$ cat config.mk
export PLATFORM = sky130hd
export DESIGN_NAME = bits_to_int
export DESIGN_NICKNAME = d
export VERILOG_FILES = /design/src/design/codec_pkg.sv /design/src/design/mem_pkg.sv /design/src/design/bits_to_int.sv
export SDC_FILE = /design/constraint.sdc
export NUM_CORES = 1
export LEC_CHECK = 0
export CAP_MARGIN = 40
export CORE_ASPECT_RATIO = 0.9
export CORE_MARGIN = 5
export CORE_UTILIZATION = 25
export CTS_BUF_LIST = sky130_fd_sc_hd__clkbuf_4
export CTS_CLUSTER_DIAMETER = 120
export CTS_CLUSTER_SIZE = 24
export DETAILED_ROUTE_END_ITERATION = 6
export DONT_BUFFER_PORTS = 1
export PLACE_DENSITY = 0.43
export SLEW_MARGIN = 20
export SYNTH_ARGS = -nofsm -noshare
export SYNTH_HDL_FRONTEND = slang
export SYNTH_SLANG_ARGS = --single-unit
$ cat constraint.sdc
create_clock -name clk -period 2.4 [get_ports clk]
set_input_delay 0 -clock clk [delete_from_list [all_inputs] [get_ports clk]]
set_output_delay 0 -clock clk [all_outputs]
set_load 0.01 [all_outputs]
$ cat src/design/codec_pkg.sv
package codec_pkg;

	//////////////////////////////////////////////////////////////
	// Frame layout
	//////////////////////////////////////////////////////////////

	// Parameters carried by one frame
	localparam int NUM_FIELDS = 11;

	// Tag that travels with a field through the units
	localparam int FIELD_IDX_W = 4;

	// Width of an unpacked parameter and of a bit count
	localparam int VALUE_W = 16;

	// Bit width of each field in stream order
	//  0  first LSP index
	//  1  second LSP index
	//  2  pitch delay, first subframe
	//  3  pitch delay check bit
	//  4  fixed codebook index, first subframe
	//  5  fixed codebook signs, first subframe
	//  6  gain index, first subframe
	//  7  pitch delay, second subframe
	//  8  fixed codebook index, second subframe
	//  9  fixed codebook signs, second subframe
	// 10  gain index, second subframe
	localparam int FIELD_WIDTHS [NUM_FIELDS] = '{
		8, 10, 8, 1, 13, 4, 7, 5, 13, 4, 7
	};

	// Sum of the table above
	localparam int FRAME_BITS = 80;

	//////////////////////////////////////////////////////////////
	// Bit-word codes
	//////////////////////////////////////////////////////////////

	// One serial bit is stored as a whole 16-bit word
	localparam logic [15:0] BIT_ONE  = 16'h0081;

	// Usual code for a zero; any word other than BIT_ONE reads as zero
	localparam logic [15:0] BIT_ZERO = 16'h007f;

endpackage

$ cat src/design/mem_pkg.sv
package mem_pkg;

	// Scratch memory word and address size
	localparam int ADDR_W = 12;
	localparam int DATA_W = 16;

	// Offset of a word inside the serial region
	localparam int OFFSET_W = 7;

	// Upper address bits that select the serial region
	localparam logic [ADDR_W-OFFSET_W-1:0] SERIAL_BASE = 5'h1a;

endpackage

$ cat src/design/bits_to_int.sv
`timescale 1ns/10ps

module bits_to_int (
	input  logic                         clk,
	input  logic                         reset,
	input  logic                         start,
	input  logic [codec_pkg::VALUE_W-1:0] bitsno,
	input  logic [mem_pkg::OFFSET_W-1:0]  offset,
	output logic                         done,
	output logic [codec_pkg::VALUE_W-1:0] value,
	output logic [mem_pkg::ADDR_W-1:0]    rd_addr,
	input  logic [mem_pkg::DATA_W-1:0]    rd_data
);

	typedef enum logic [2:0] {
		IDLE,
		READ,
		FETCH,
		ACCUM,
		FINISH
	} state_t;

	state_t                        state, next_state;
	logic [codec_pkg::VALUE_W-1:0] count, next_count;
	logic [mem_pkg::OFFSET_W-1:0]  bit_addr, next_bit_addr;
	logic [mem_pkg::DATA_W-1:0]    bit_reg, next_bit_reg;
	logic [codec_pkg::VALUE_W-1:0] next_value;
	logic [codec_pkg::VALUE_W-1:0] shifted;
	logic                          next_done;

	// The current bit word sits in the serial region
	assign rd_addr = {mem_pkg::SERIAL_BASE, bit_addr};
	assign shifted = value << 1;

	//////////////////////////////////////////////////////////////
	// Next state
	//////////////////////////////////////////////////////////////

	always_comb begin
		next_state    = state;
		next_count    = count;
		next_bit_addr = bit_addr;
		next_bit_reg  = bit_reg;
		next_value    = value;
		next_done     = 1'b0;
		case (state)
			IDLE: begin
				if (start) begin
					next_state    = READ;
					next_count    = '0;
					next_bit_addr = offset;
					next_value    = '0;
				end
			end
			READ: begin
				if (count == bitsno) begin
					next_state = FINISH;
					next_done  = 1'b1;
				end else begin
					// Address is on rd_addr this cycle
					next_bit_addr = bit_addr + 1'b1;
					next_state    = FETCH;
				end
			end
			FETCH: begin
				next_bit_reg = rd_data;
				next_count   = count + 1'b1;
				next_state   = ACCUM;
			end
			ACCUM: begin
				// MSB first
				if (bit_reg == codec_pkg::BIT_ONE) begin
					next_value = shifted + 1'b1;
				end else begin
					next_value = shifted;
				end
				next_state = READ;
			end
			FINISH: begin
				next_state = IDLE;
			end
			default: begin
				next_state = IDLE;
			end
		endcase
	end

	always_ff @(posedge clk) begin
		if (reset) begin
			state <= IDLE;
			count <= '0;
			done  <= 1'b0;
		end else begin
			state <= next_state;
			count <= next_count;
			done  <= next_done;
		end
	end

	always_ff @(posedge clk) begin
		bit_addr <= next_bit_addr;
		bit_reg  <= next_bit_reg;
		value    <= next_value;
	end

endmodule

# == Yosys cells after proc, flatten, opt, wreduce, memory -nomap -nowiden ==
# Cells that the tools add are included.
# totals
ff_bits,59
out_inout_bits,29
word_cells,36
# classes
n_addsub,3
n_eq_ne,7
n_mux,11
bitwise_logic,1
n_reduce_logical,8
# ops
op,n
$pmux 16 s2,2
$add 16x1->16 const B,2
$mux 16,2
$eq 16x16->1,1
$eq 16x8->1 const B,1
$mux 7,2
$pmux 7 s2,1
$pmux 3 s4,1
$add 7x1->7 const B,1
$eq 3x2->1 const B,2
$mux 3,2
$reduce_bool 2->1,3
$ne 2x2->1 const B,2
$reduce_and 2->1,2
$eq 3x1->1 const B,1
$logic_not 3->1,1
$reduce_and 3->1,1
$reduce_or 2->1,1
$mux 1,1
$not 1->1,1

# == Logic depth before layout (Yosys ltp) ==
# logic_depth
depth_word,3
mapped_depth,6
ltp_nobuf,5

# == Worst setup path after synthesis ==
# No wires, ideal clock.
# synth_path
path_type,reg-to-reg
startpoint,reg state[0]
endpoint,"reg value[0] in the netlist's numbering, enable pin"
setup_time_ns,0.411
t_arrival_ns,1.783
path_slack_ns,0.206
stages_incl_launch_ff,4
synth_period_minus_slack_ns,2.194
path_cell_list,dfxtp_1 -> or4b_2 -> clkbuf_1 -> o21ai_0
# synth_via
elab_chain_len,3
elab_cells_between_ends,5
cone_classes,eq/ne: 2; reduce/logical: 3
# synth_lines
item,line_no,rtl
start: declaration,bits_to_int.sv:23,"state_t state, next_state;"
start signal: assignment,bits_to_int.sv:94,state <= next_state;
$eq 3x2->1 / $logic_not 3->1 (equally long branches),bits_to_int.sv:46,case (state)
$reduce_bool 2->1 (no line) / $ne 2x2->1 (equally long branches),--,
$reduce_and 2->1 (no line) (*),--,
end signal: assignment,bits_to_int.sv:103,value <= next_value;
end: declaration,bits_to_int.sv:10,"output logic [codec_pkg::VALUE_W-1:0] value,"
# Every way passes the cells marked *; elsewhere a longest branch is shown, timed or not.
# A chain may end at the register's enable or synchronous reset.

# == Worst setup path in the final report ==
# layout_path
startpoint,reg state[1]
endpoint,reg count[11] in the netlist's numbering
# layout_via
elab_chain_len,3
elab_cells_between_ends,6
cone_classes,eq/ne: 2; mux: 1; reduce/logical: 3
# layout_lines
item,line_no,rtl
$eq 3x2->1 / $logic_not 3->1 (equally long branches),bits_to_int.sv:46,
$reduce_bool 2->1 (no line) / $ne 2x2->1 (equally long branches),--,
$reduce_and 2->1 (no line),--,
end signal: assignment,bits_to_int.sv:95,count <= next_count;
end: declaration,bits_to_int.sv:24,"logic [codec_pkg::VALUE_W-1:0] count, next_count;"
# Parallel ways exist; a longest one is shown, timed or not.

==> out/summary.txt <==
status = finished clean
DR vias/cell = 4.74
RD Place Congestion = 0.771
Wirelength per Cell = 15.4 microns
final hold vios = 0
drt initial violations = 127
Post-CTS Setup Bufs = 0
Critical Path End Type = flip-flop
CTS buffer count = 9
Area Overhead vs Synth = 21.3%
CP Max Fanout = 6
Hold WC Path Type = in -> reg
critical path class = reg -> reg
WL final = 6180 microns
Initial Util = 25.7%
Synth Area in Adders = 0.946%
GRT overflow = 0
period utilization = 81.8%
xor and xnor area share after synthesis = 6.95%
tightest hold margin = 59.1 ps
pin count of the biggest net entering global routing = 24
RSZ-0062 raised after global routing = no
VDD IR max = 0.000361 V
Max-slew headroom = 54.8%
post-CTS sizing = 0
FF+latch count, synth = 59
vias = 1900
Clock Root Buffer = clkbuf_4
largest family of logic cells by synthesized area = simple AND/OR/NAND/NOR gates
# fillers = 1035
First-pass DRT Iterations = 4
final setup fails = 0
Leak Pwr = 1.07 nW
synth warn = 0
Die ar. = 12700 sq um
nets = 310
first-pass GRT wire length = 9740 microns
dpl hpwl = 4340 microns
Setup Skew = 13.1 ps
Post-DRT Antenna Nets = 0
Setup crit start kind = flip-flop
pwr dens = 688 nW/um^2
clock sink count = 59
area leader, netlist = edfxtp_1
clk_lat worst skew = 400 ps
simple-gate share of the synthesized area = 19.0%
CTS Hold Buffers Added = 25
Compound-Gate Fraction of Synth Area = 9.65%
share of layout cells above drive strength 1 = 10.3%
die height = 108 microns
Mapped Cells = 234
Slew Limit Fails = 0
GR Util All Layers = 9.98%
CTS tree = yes
I/O Buffers = 0
Synth area leaders = edfxtp_1 44%, dfxtp_1 15%, xnor2_1 6.3%, and2_1 3.8%, a21oi_1 2.5%
Arr. time, crit path = 2300 ps
Longest Clk Path Bufs = 2
Die X = 118 microns
top-level I/O count = 71
H-tree lvl count = 3
sequential area share after synthesis = 59.4%
Synth cell types = 40
area of the multi-input gates = 1010 sq um
worst slew pin tran = 678 ps
fin crit period = 1960 ps
top cell type's share of synthesized area = 44.3%
initial antenna violation count = 1
Final TNS setup = 0 ps
worst endpoint required time = 2740 ps
Util after Layout = 31.2%
vias in the first global route = 1853
count of standard-cell rows = 35
post-synthesis mux area share = 0.851%
Mapped Area = 2650 sq um
maxcap violations = 0
core area = 10300 sq um
Mean Syn Cell Area = 11.3 sq um
drt drc = 0
max frequency = 509 MHz
Reg clk slew, reported paths = 100 ps
Reg area = 1570 sq um
==> report_power, final <==
group | internal [W] | leakage, nW | total (W) | switching [W]
Clock | 0.000411 | 0.0845 | 0.000775 | 0.000364
Sequential | 0.00116 | 0.537 | 0.00123 | 0.0000676
Combinational | 0.0000887 | 0.451 | 0.000202 | 0.000114
Total | 0.00166 | 1.07 | 0.00221 | 0.000545
==> worst paths after layout <==
check / start / to / slack, ps / cells after the start
min: start / bit_addr[0]$_DFFE_PP_ / 60 / 2
max: state[1]$_SDFFE_PP0P_ / count[11]$_SDFFE_PP0P_ / 440 / 4
max reg2reg: state[1]$_SDFFE_PP0P_ / count[11]$_SDFFE_PP0P_ / 440 / 4
min reg2reg: state[1]$_SDFFE_PP0P_ / state[1]$_SDFFE_PP0P_ / 550 / 2
==> placed cells by master (no fill, tap or decap), types with 3 or more instances in the layout <==
master	count
nand2_1	15
or3_1	3
buf_4	6
nor2_1	17
clkinv_2	3
nand4_1	8
a31oi_1	5
edfxtp_1	39
nor4_1	3
o21ai_0	11
dlygate4sd3_1	25
dfxtp_1	20
and2_1	16
clkbuf_4	9
a21oi_1	13
nand3_1	9
conb_1	5
xnor2_1	19
==> area by class of cell <==
type	instances	area share [%]
antenna	1	0.0779
clock buffer	9	2.10
clock inverter	7	2.57
inverter	2	0.234
multi-input combinational	162	31.4
sequential	59	48.9
tap	129	5.03
timing repair buffer	32	9.66
==> synthesized netlist by cell type <==
| cell | number |
|---|---|
| or3b_1 | 1 |
| nand2_1 | 15 |
| and3b_1 | 1 |
| o31ai_1 | 1 |
| or4_4 | 1 |
| and3_1 | 2 |
| nor4_1 | 3 |
| mux2_2 | 2 |
| or2_2 | 1 |
| o21ai_0 | 12 |
| nand4_1 | 8 |
| o311ai_0 | 2 |
| or4b_2 | 2 |
| nor3b_1 | 2 |
| a21o_1 | 2 |
| a31o_2 | 1 |
| nand3b_1 | 2 |
| a31oi_1 | 5 |
| xnor2_1 | 19 |
| buf_4 | 5 |
| a311oi_1 | 2 |
| nor3_1 | 2 |
| xor2_1 | 2 |
| a22oi_1 | 1 |
| nand3_1 | 9 |
| or4_1 | 2 |
| nor4b_1 | 2 |
| dfxtp_1 | 20 |
| ha_1 | 2 |
| a21oi_1 | 13 |
| a41o_1 | 1 |
| or3_1 | 3 |
| conb_1 | 2 |
| and2_1 | 16 |
| nand4b_1 | 1 |
| o211ai_1 | 2 |
| edfxtp_1 | 39 |
| inv_1 | 2 |
| nor2_1 | 17 |
| clkbuf_1 | 9 |
==> metrics by stage <==
step,power [W],instance area [sq um],setup slack [ps],cells
2_1_floorplan,0.00137,2660,206,237
3_5_place_dp,0.00142,2790,449,358
3_3_place_gp,0.00142,2790,444,358
6_report,0.00221,3210,436,401
4_1_cts,0.00226,3190,406,399
5_1_grt,0.00234,3210,325,401
==> logic make-up (layout without fill, tap and decap cells) <==
group           count (synthesis)  after routing
fa+ha+maj                       2              2
mux                             2              2
compound gates                 42             42
xor+xnor                       21             21
other cells                     2              6
flops                          59             59
buf+inv                        16             50
simple gates                   90             90
==> critical path, cell delays in order, from the launching register on <==
cell and delay [ps]:
dfxtp_1 410, or3b_1 400, or4_4 590, or3_1 360, a21oi_1 140
==> per-layer routing <==
layer	track usage, %	routed length, microns	up-vias
met3	7.41	757	6
met2	13.1	2460	70
li1	-	-	924
met4	3.24	65	0
met1	12.6	2900	900
met5	0	0	-
Note: power is estimated with default switching activity, not from simulation.
