### src/design/codec_pkg.sv
package codec_pkg;

	//////////////////////////////////////////////////////////////
	// Frame layout
	//////////////////////////////////////////////////////////////

	// Parameters carried by one frame
	localparam int NUM_FIELDS = 11;

	// Tag that travels with a field through the units
	localparam int FIELD_IDX_W = 4;

	// Width of an unpacked parameter and of a bit count
	localparam int VALUE_W = 16;

	// Bit width of each field in stream order
	//  0  first LSP index
	//  1  second LSP index
	//  2  pitch delay, first subframe
	//  3  pitch delay check bit
	//  4  fixed codebook index, first subframe
	//  5  fixed codebook signs, first subframe
	//  6  gain index, first subframe
	//  7  pitch delay, second subframe
	//  8  fixed codebook index, second subframe
	//  9  fixed codebook signs, second subframe
	// 10  gain index, second subframe
	localparam int FIELD_WIDTHS [NUM_FIELDS] = '{
		8, 10, 8, 1, 13, 4, 7, 5, 13, 4, 7
	};

	// Sum of the table above
	localparam int FRAME_BITS = 80;

	//////////////////////////////////////////////////////////////
	// Bit-word codes
	//////////////////////////////////////////////////////////////

	// One serial bit is stored as a whole 16-bit word
	localparam logic [15:0] BIT_ONE  = 16'h0081;

	// Usual code for a zero; any word other than BIT_ONE reads as zero
	localparam logic [15:0] BIT_ZERO = 16'h007f;

endpackage

### src/design/mem_pkg.sv
package mem_pkg;

	// Scratch memory word and address size
	localparam int ADDR_W = 12;
	localparam int DATA_W = 16;

	// Offset of a word inside the serial region
	localparam int OFFSET_W = 7;

	// Upper address bits that select the serial region
	localparam logic [ADDR_W-OFFSET_W-1:0] SERIAL_BASE = 5'h1a;

endpackage

### src/design/field_dispatch.sv
`timescale 1ns/10ps

module field_dispatch #(
	parameter int NUM_UNITS = 4
) (
	input  logic                           clk,
	input  logic                           reset,
	input  logic                           frame_start,
	input  logic                           frame_done,
	input  logic [NUM_UNITS-1:0]           done,
	output logic                           busy,
	output logic [NUM_UNITS-1:0]           unit_start,
	output logic [codec_pkg::VALUE_W-1:0]     unit_bitsno [NUM_UNITS],
	output logic [mem_pkg::OFFSET_W-1:0]      unit_offset [NUM_UNITS],
	output logic [codec_pkg::FIELD_IDX_W-1:0] unit_tag [NUM_UNITS]
);

	localparam logic [codec_pkg::FIELD_IDX_W-1:0] END_IDX =
		codec_pkg::FIELD_IDX_W'(codec_pkg::NUM_FIELDS);

	logic [NUM_UNITS-1:0]              free_mask;
	logic [NUM_UNITS-1:0]              grant;
	logic [NUM_UNITS-1:0]              taken;
	logic [codec_pkg::FIELD_IDX_W-1:0] field_idx;
	logic [mem_pkg::OFFSET_W-1:0]      bit_off;
	logic [codec_pkg::VALUE_W-1:0]     field_width;
	logic                              issue;

	// Lowest set bit of the free mask
	assign grant = free_mask & (~free_mask + 1'b1);

	assign issue = busy && (field_idx != END_IDX) && (|free_mask);
	assign taken = issue ? grant : '0;

	always_comb begin
		field_width = '0;
		if (field_idx < END_IDX) begin
			field_width = codec_pkg::VALUE_W'(codec_pkg::FIELD_WIDTHS[field_idx]);
		end
	end

	//////////////////////////////////////////////////////////////
	// Frame walk and unit tracking
	//////////////////////////////////////////////////////////////

	always_ff @(posedge clk) begin
		if (reset) begin
			busy       <= 1'b0;
			field_idx  <= '0;
			bit_off    <= '0;
			free_mask  <= '1;
			unit_start <= '0;
		end else begin
			unit_start <= taken;
			// A unit is never done and granted in the same cycle
			free_mask  <= (free_mask & ~taken) | done;
			if (frame_start && !busy) begin
				busy      <= 1'b1;
				field_idx <= '0;
				bit_off   <= '0;
			end else begin
				if (frame_done) begin
					busy <= 1'b0;
				end
				if (issue) begin
					field_idx <= field_idx + 1'b1;
					bit_off   <= bit_off + mem_pkg::OFFSET_W'(field_width);
				end
			end
		end
	end

	// Field descriptor held at the granted unit until its next start
	always_ff @(posedge clk) begin
		for (int k = 0; k < NUM_UNITS; k++) begin
			if (taken[k]) begin
				unit_bitsno[k] <= field_width;
				unit_offset[k] <= bit_off;
				unit_tag[k]    <= field_idx;
			end
		end
	end

endmodule

### config.mk
export PLATFORM = sky130hd
export DESIGN_NAME = field_dispatch
export DESIGN_NICKNAME = d
export VERILOG_FILES = /design/src/design/codec_pkg.sv /design/src/design/mem_pkg.sv /design/src/design/field_dispatch.sv
export SDC_FILE = /design/constraint.sdc
export NUM_CORES = 1
export LEC_CHECK = 0
export ABC_CLOCK_PERIOD_IN_PS = 2200
export BUFFER_PORTS_ARGS = -buffer_cell sky130_fd_sc_hd__buf_2
export CAP_MARGIN = 20
export CORE_AREA = 2 2 89 91
export CTS_BUF_LIST = sky130_fd_sc_hd__clkbuf_4
export DETAILED_ROUTE_END_ITERATION = 8
export DIE_AREA = 0 0 91 93
export PLACE_DENSITY_LB_ADDON = 0.3
export SKIP_LAST_GASP = 1
export SYNTH_ARGS = -nofsm -noshare
export SYNTH_HDL_FRONTEND = slang
export SYNTH_SLANG_ARGS = --single-unit
### constraint.sdc
create_clock -name clk -period 2.2 [get_ports clk]
set_input_delay 0.11 -clock clk [delete_from_list [all_inputs] [get_ports clk]]
set_output_delay 0.11 -clock clk [all_outputs]
set_load 0.1 [all_outputs]
Word-level counts from Yosys, hierarchy flattened
Memories as Yosys holds them, arrays and structs flattened.
Cells that the tools add are included.
{"block": "totals", "word_cells": 43, "memories": 1, "out_inout_bits": 113, "ff_bits": 128, "mem_bits_ro": 512}
{"block": "op_classes", "reduce_logical": 7, "order_cmp": 2, "bitwise": 6, "add_sub_neg": 3, "eq_ne": 1, "muxes": 6}
{"memory": "(name not given)", "words": 16, "word_bits": 32, "rd": 1, "rd_clocked_by_memory_dff": 0, "write_ports": 0, "line": "field_dispatch.sv:38", "text": "field_width = codec_pkg::VALUE_W'(codec_pkg::FIELD_WIDTHS[field_idx]);"}
{"operator": "$mux 16", "n": 3}
{"operator": "$add 4x1->4 const B", "n": 2}
{"operator": "$and 4x4->4", "n": 2}
{"operator": "$not 4->4", "n": 2}
{"operator": "$add 7x7->7", "n": 1}
{"operator": "$ge 5x5->1 const B", "n": 1}
{"operator": "$not 4->5", "n": 1}
{"operator": "$lt 4x4->1 const B", "n": 1}
{"operator": "$mux 4", "n": 1}
{"operator": "$ne 4x4->1 const B", "n": 1}
{"operator": "$or 4x4->4", "n": 1}
{"operator": "$reduce_or 4->1", "n": 1}
{"operator": "$logic_and 1x1->1", "n": 3}
{"operator": "$mux 1", "n": 2}
{"operator": "$reduce_bool 2->1", "n": 1}
{"operator": "$reduce_or 2->1", "n": 1}
{"operator": "$logic_not 1->1", "n": 1}

Logic depth before layout (Yosys ltp)
{"block": "logic_depth", "ltp_word": 7, "depth_mapped": 10}

Worst setup path after synthesis
Ideal clock, no wire load.
{"block": "synth_path", "kind": "reg2reg", "from": "register busy", "to": "register unit_bitsno[0] (netlist name) (enable)", "path_stages_with_launch": 5, "required_time_ns": 1.814, "arrival_time_ns": 2.290, "path_slack_ns": -0.476, "cell_sequence": "dfxtp_1 buf_6 nand3_1 or3_1 nor2_1"}
{"block": "synth_via", "elab_chain_len": 3}
{"element": "from (decl)", "line": "field_dispatch.sv:11", "text": "output logic busy,"}
{"element": "from (signal assigned)", "line": "field_dispatch.sv:48", "text": "busy <= 1'b0;"}
{"element": "from (signal assigned)", "line": "field_dispatch.sv:58", "text": "busy <= 1'b1;"}
{"element": "from (signal assigned)", "line": "field_dispatch.sv:63", "text": "busy <= 1'b0;"}
{"element": "$logic_and 1x1->1 (2 in series)", "line": "field_dispatch.sv:32", "text": "assign issue = busy && (field_idx != END_IDX) && (|free_mask);"}
{"element": "$mux 4", "line": "field_dispatch.sv:33", "text": "assign taken = issue ? grant : '0;"}
{"element": "named net taken[3]", "line": "field_dispatch.sv:23", "text": "logic [NUM_UNITS-1:0] taken;"}
{"element": "to (signal, indexed assignment)", "line": "field_dispatch.sv:77", "text": "unit_bitsno[k] <= field_width;"}
{"element": "to (decl)", "line": "field_dispatch.sv:13", "text": "output logic [codec_pkg::VALUE_W-1:0] unit_bitsno [NUM_UNITS],"}
The timed path passes the listed nets, and every way through them passes these cells.
A chain may end at the register's enable or synchronous reset.

Worst setup path in the final report
{"block": "layout_path", "from": "register field_idx[0] (netlist name)", "to": "register bit_off[6] (netlist name)"}
{"block": "layout_via", "elab_chain_len": 6, "word_cells_on_any_way": 10, "cone_classes": "add/sub (1); order compare (1); eq/ne (1); mux (3); bitwise (1); reduce/logical (2); memory (1)"}
{"element": "from (decl)", "line": "field_dispatch.sv:24", "text": "logic [codec_pkg::FIELD_IDX_W-1:0] field_idx;"}
{"element": "from (signal assigned)", "line": "field_dispatch.sv:66", "text": "field_idx <= field_idx + 1'b1;"}
{"element": "$not 4->5 (implied by the code)", "line": "field_dispatch.sv:38"}
{"element": "$mem_v2 16x32"}
{"element": "$mux 16 (implied by the code) (2 in series)", "line": "field_dispatch.sv:38"}
{"element": "$mux 16 (*)", "line": "field_dispatch.sv:37", "text": "if (field_idx < END_IDX) begin"}
{"element": "named net field_width, one bit", "line": "field_dispatch.sv:26", "text": "logic [codec_pkg::VALUE_W-1:0] field_width;"}
{"element": "$add 7x7->7 (*)", "line": "field_dispatch.sv:67", "text": "bit_off <= bit_off + mem_pkg::OFFSET_W'(field_width);"}
{"element": "to (signal assigned)", "line": "field_dispatch.sv:67"}
{"element": "to (decl)", "line": "field_dispatch.sv:25", "text": "logic [mem_pkg::OFFSET_W-1:0] bit_off;"}
Mark *: on every way through the listed nets, which the timed path passes. The rest lies on a longest branch. The select of a mux whose other input is x is not followed.

==> reports/results.tsv <==
metric	value	unit
status	completed	
grt_busiest_layer	met2	
rsz0062_at_grt	true	
ioPinCount	121	
clk_transition_reported_paths	0.12	ns
layout_setup_ws	0.0306	ns
tns	0	ns
core	7530	sq um
ys.flop_type	edfxtp_1	
ir_worst_vdd	280	uV
post-route-period-util	98.6	%
groute.usage.overall	13.0	%
p_switching	0.00105	W
combPwrFrac	19.1	%
pwr-share-seq	51.4	%
ys_ff_latch	80	
wl	5360	um
endpoint_kind	register	
async_flop_share	0	%
die-area	8460	sq um
synth_cell_types	43	
synth_edf_count	60	
worst_pin_slew	0.610	ns
grtUsageMet2	21.4	%
drt_iter0_drc	43	
synth.avg_cell_area	14.4	sq um
grt_pass1_wl	8180	um
cp_max_fo	4	
crit_required	2.56	ns
grt_use_met1	15.3	%
synth_warnings	0	
final_area	4010	sq um
syn_inst	228	
grt_max_degree	17	
drive_above_1_share	39.8	%
antenna_found_initial	0	
cts_root_buffer	clkbuf_4	
vias_per_cell	4.28	
hpwlAfterDp	3650	um
initial_core_util	43.6	%
crit_type	reg -> reg	
cts_buffer_depth	2	
setup_viol	0	
p_int	0.00215	W
synth_largest_area_cell	edfxtp_1	
grt.met3_usage	4.59	%
hold_viol	0	
grt_overflow	0	
grt_pass1_vias	1676	
place_ws	0.0116	ns
drv_cap	0	
die_y	93	um
n_antenna_cell	0	
placed_cell_area	3730	sq um
critical_path_arrival	2.53	ns
slew_violations	0	
nets	351	
netlist_area	3280	sq um
drtPass1Iterations	4	
max_slew_margin	59.3	%
final_util	53.2	%
detail_route.wl_per_cell	12.2	um
dieWidth	91	um
gp_congestion	0.759	
ys_seq_area_share	67.2	%
synth_top_cell_area_share	55.0	%
p_leak	1.72	nW
num_vias	1881	
cp-start-kind	register	
clkPwrFrac	29.4	%
min-delay-path-class	in -> reg	
fmax	461	MHz
clk_latency	0.41	ns
numCtsBuffers	9	
swShare	32.9	%
ant_nets	0	
synthTopCellsByArea	edfxtp_1 (55%), dfxtp_1 (12%), buf_4 (11%), ha_1 (3.8%), mux2i_1 (2.4%)	
drc	0	
finalClockSkew	0.00927	ns
htreeDepth	3	
fin_crit	2.17	ns
row_count	32	
syn_to_final_growth	22.3	%
cts_tree	done	
io_buffers	72	
power.density	800	nW/um^2
clock_sinks	80	
logic make-up after synthesis:
kind of cell    synth area share (%)
fa+ha+maj                       4.43
buf+inv                         12.9
other cells                    0.114
xor+xnor                        1.07
flops                           67.2
simple gates                    8.09
mux                             2.79
compound gates                  3.47
layer usage:
layer | vias up | wire [um]
li1 | 924 | -
met1 | 861 | 2280
met2 | 88 | 2580
met3 | 8 | 423
met4 | 0 | 81
met5 | - | 0
cell usage after synthesis, types with 4 or more instances:
| cell | number |
|---|---|
| nand3_1 | 4 |
| mux2i_1 | 8 |
| nor2_1 | 17 |
| nand2_1 | 5 |
| inv_1 | 6 |
| ha_1 | 10 |
| buf_4 | 49 |
| dfxtp_1 | 20 |
| edfxtp_1 | 60 |
repair_timing:
item | 4_1_cts | 5_1_grt
setup buffers | 0 | 1
pin swaps | 1 | 2
hold buffers | 7 | 0
setup endpoints to repair | 1 | 3
resized for setup | 2 | 11
endpoints found under the hold margin | 6 | 0
metrics by stage:
step	instances	total power [W]	hold slack, ns
4_1_cts	438	0.00324	0.101
6_report	439	0.00321	0.129
5_1_grt	439	0.00331	0.128
3_3_place_gp	415	0.00228	0.296
3_5_place_dp	415	0.00229	0.292
2_1_floorplan	275	0.00230	0.202
cell usage in the layout, fill, tap and decap left out, types with 3 or more instances in the layout:
cell type,n
mux2i_1,8
dlygate4sd3_1,7
clkbuf_4,9
a21oi_1,3
dfxtp_1,16
nor2_2,3
inv_1,6
conb_1,48
buf_2,72
dfxtp_2,3
xor2_1,3
clkinvlp_4,3
nand2_1,4
ha_1,8
a211o_1,3
buf_4,17
nand3_1,3
nand4_1,3
nor2_1,14
edfxtp_1,60
nor3_1,3
power groups by stage:
stage          Sequential (W)  Combinational [W]  Clock (W)
3_5_place_dp          0.00168           0.000601          0
5_1_grt               0.00165           0.000631    0.00103
2_1_floorplan         0.00182           0.000481          0
6_report              0.00165           0.000613   0.000944
4_1_cts               0.00165           0.000612   0.000975
3_3_place_gp          0.00168           0.000601          0
final timing paths:
check	start	endpoint	slack (ns)	depth (start not counted)
max	field_idx[0]	bit_off[6]	0.03	10
min	frame_start	bit_off[4]	0.13	4
max reg2reg	field_idx[0]	bit_off[6]	0.03	10
min reg2reg	free_mask[3]	free_mask[3]	0.51	1
sequential cells by signal (all words and copies together), names as in the netlist:
signal / cells
field_idx: 4
unit_bitsno: 16
bit_off: 7
busy: 1
unit_tag: 16
unit_start: 4
free_mask: 4
unit_offset: 28
final cells by class:
cell class	count	area [sq um]
fillers	673	3520
flip-flops and latches	80	2210
multi-input cells	136	876
repair buffers	99	609
well taps	102	128
clock inverters	7	95.1
clock buffers	9	67.6
inverters	6	22.5
worst max-delay path, stage by stage (launching register included):
cell and delay [ns]:
dfxtp_2 0.35, buf_4 0.14, ha_1 0.18, nand3b_1 0.16, o21ai_2 0.08, ha_2 0.22, fa_2 0.23, nand3_2 0.07
a21bo_2 0.20, or4_4 0.41, nand2_2 0.07
Power figures use the tool's default switching activity.
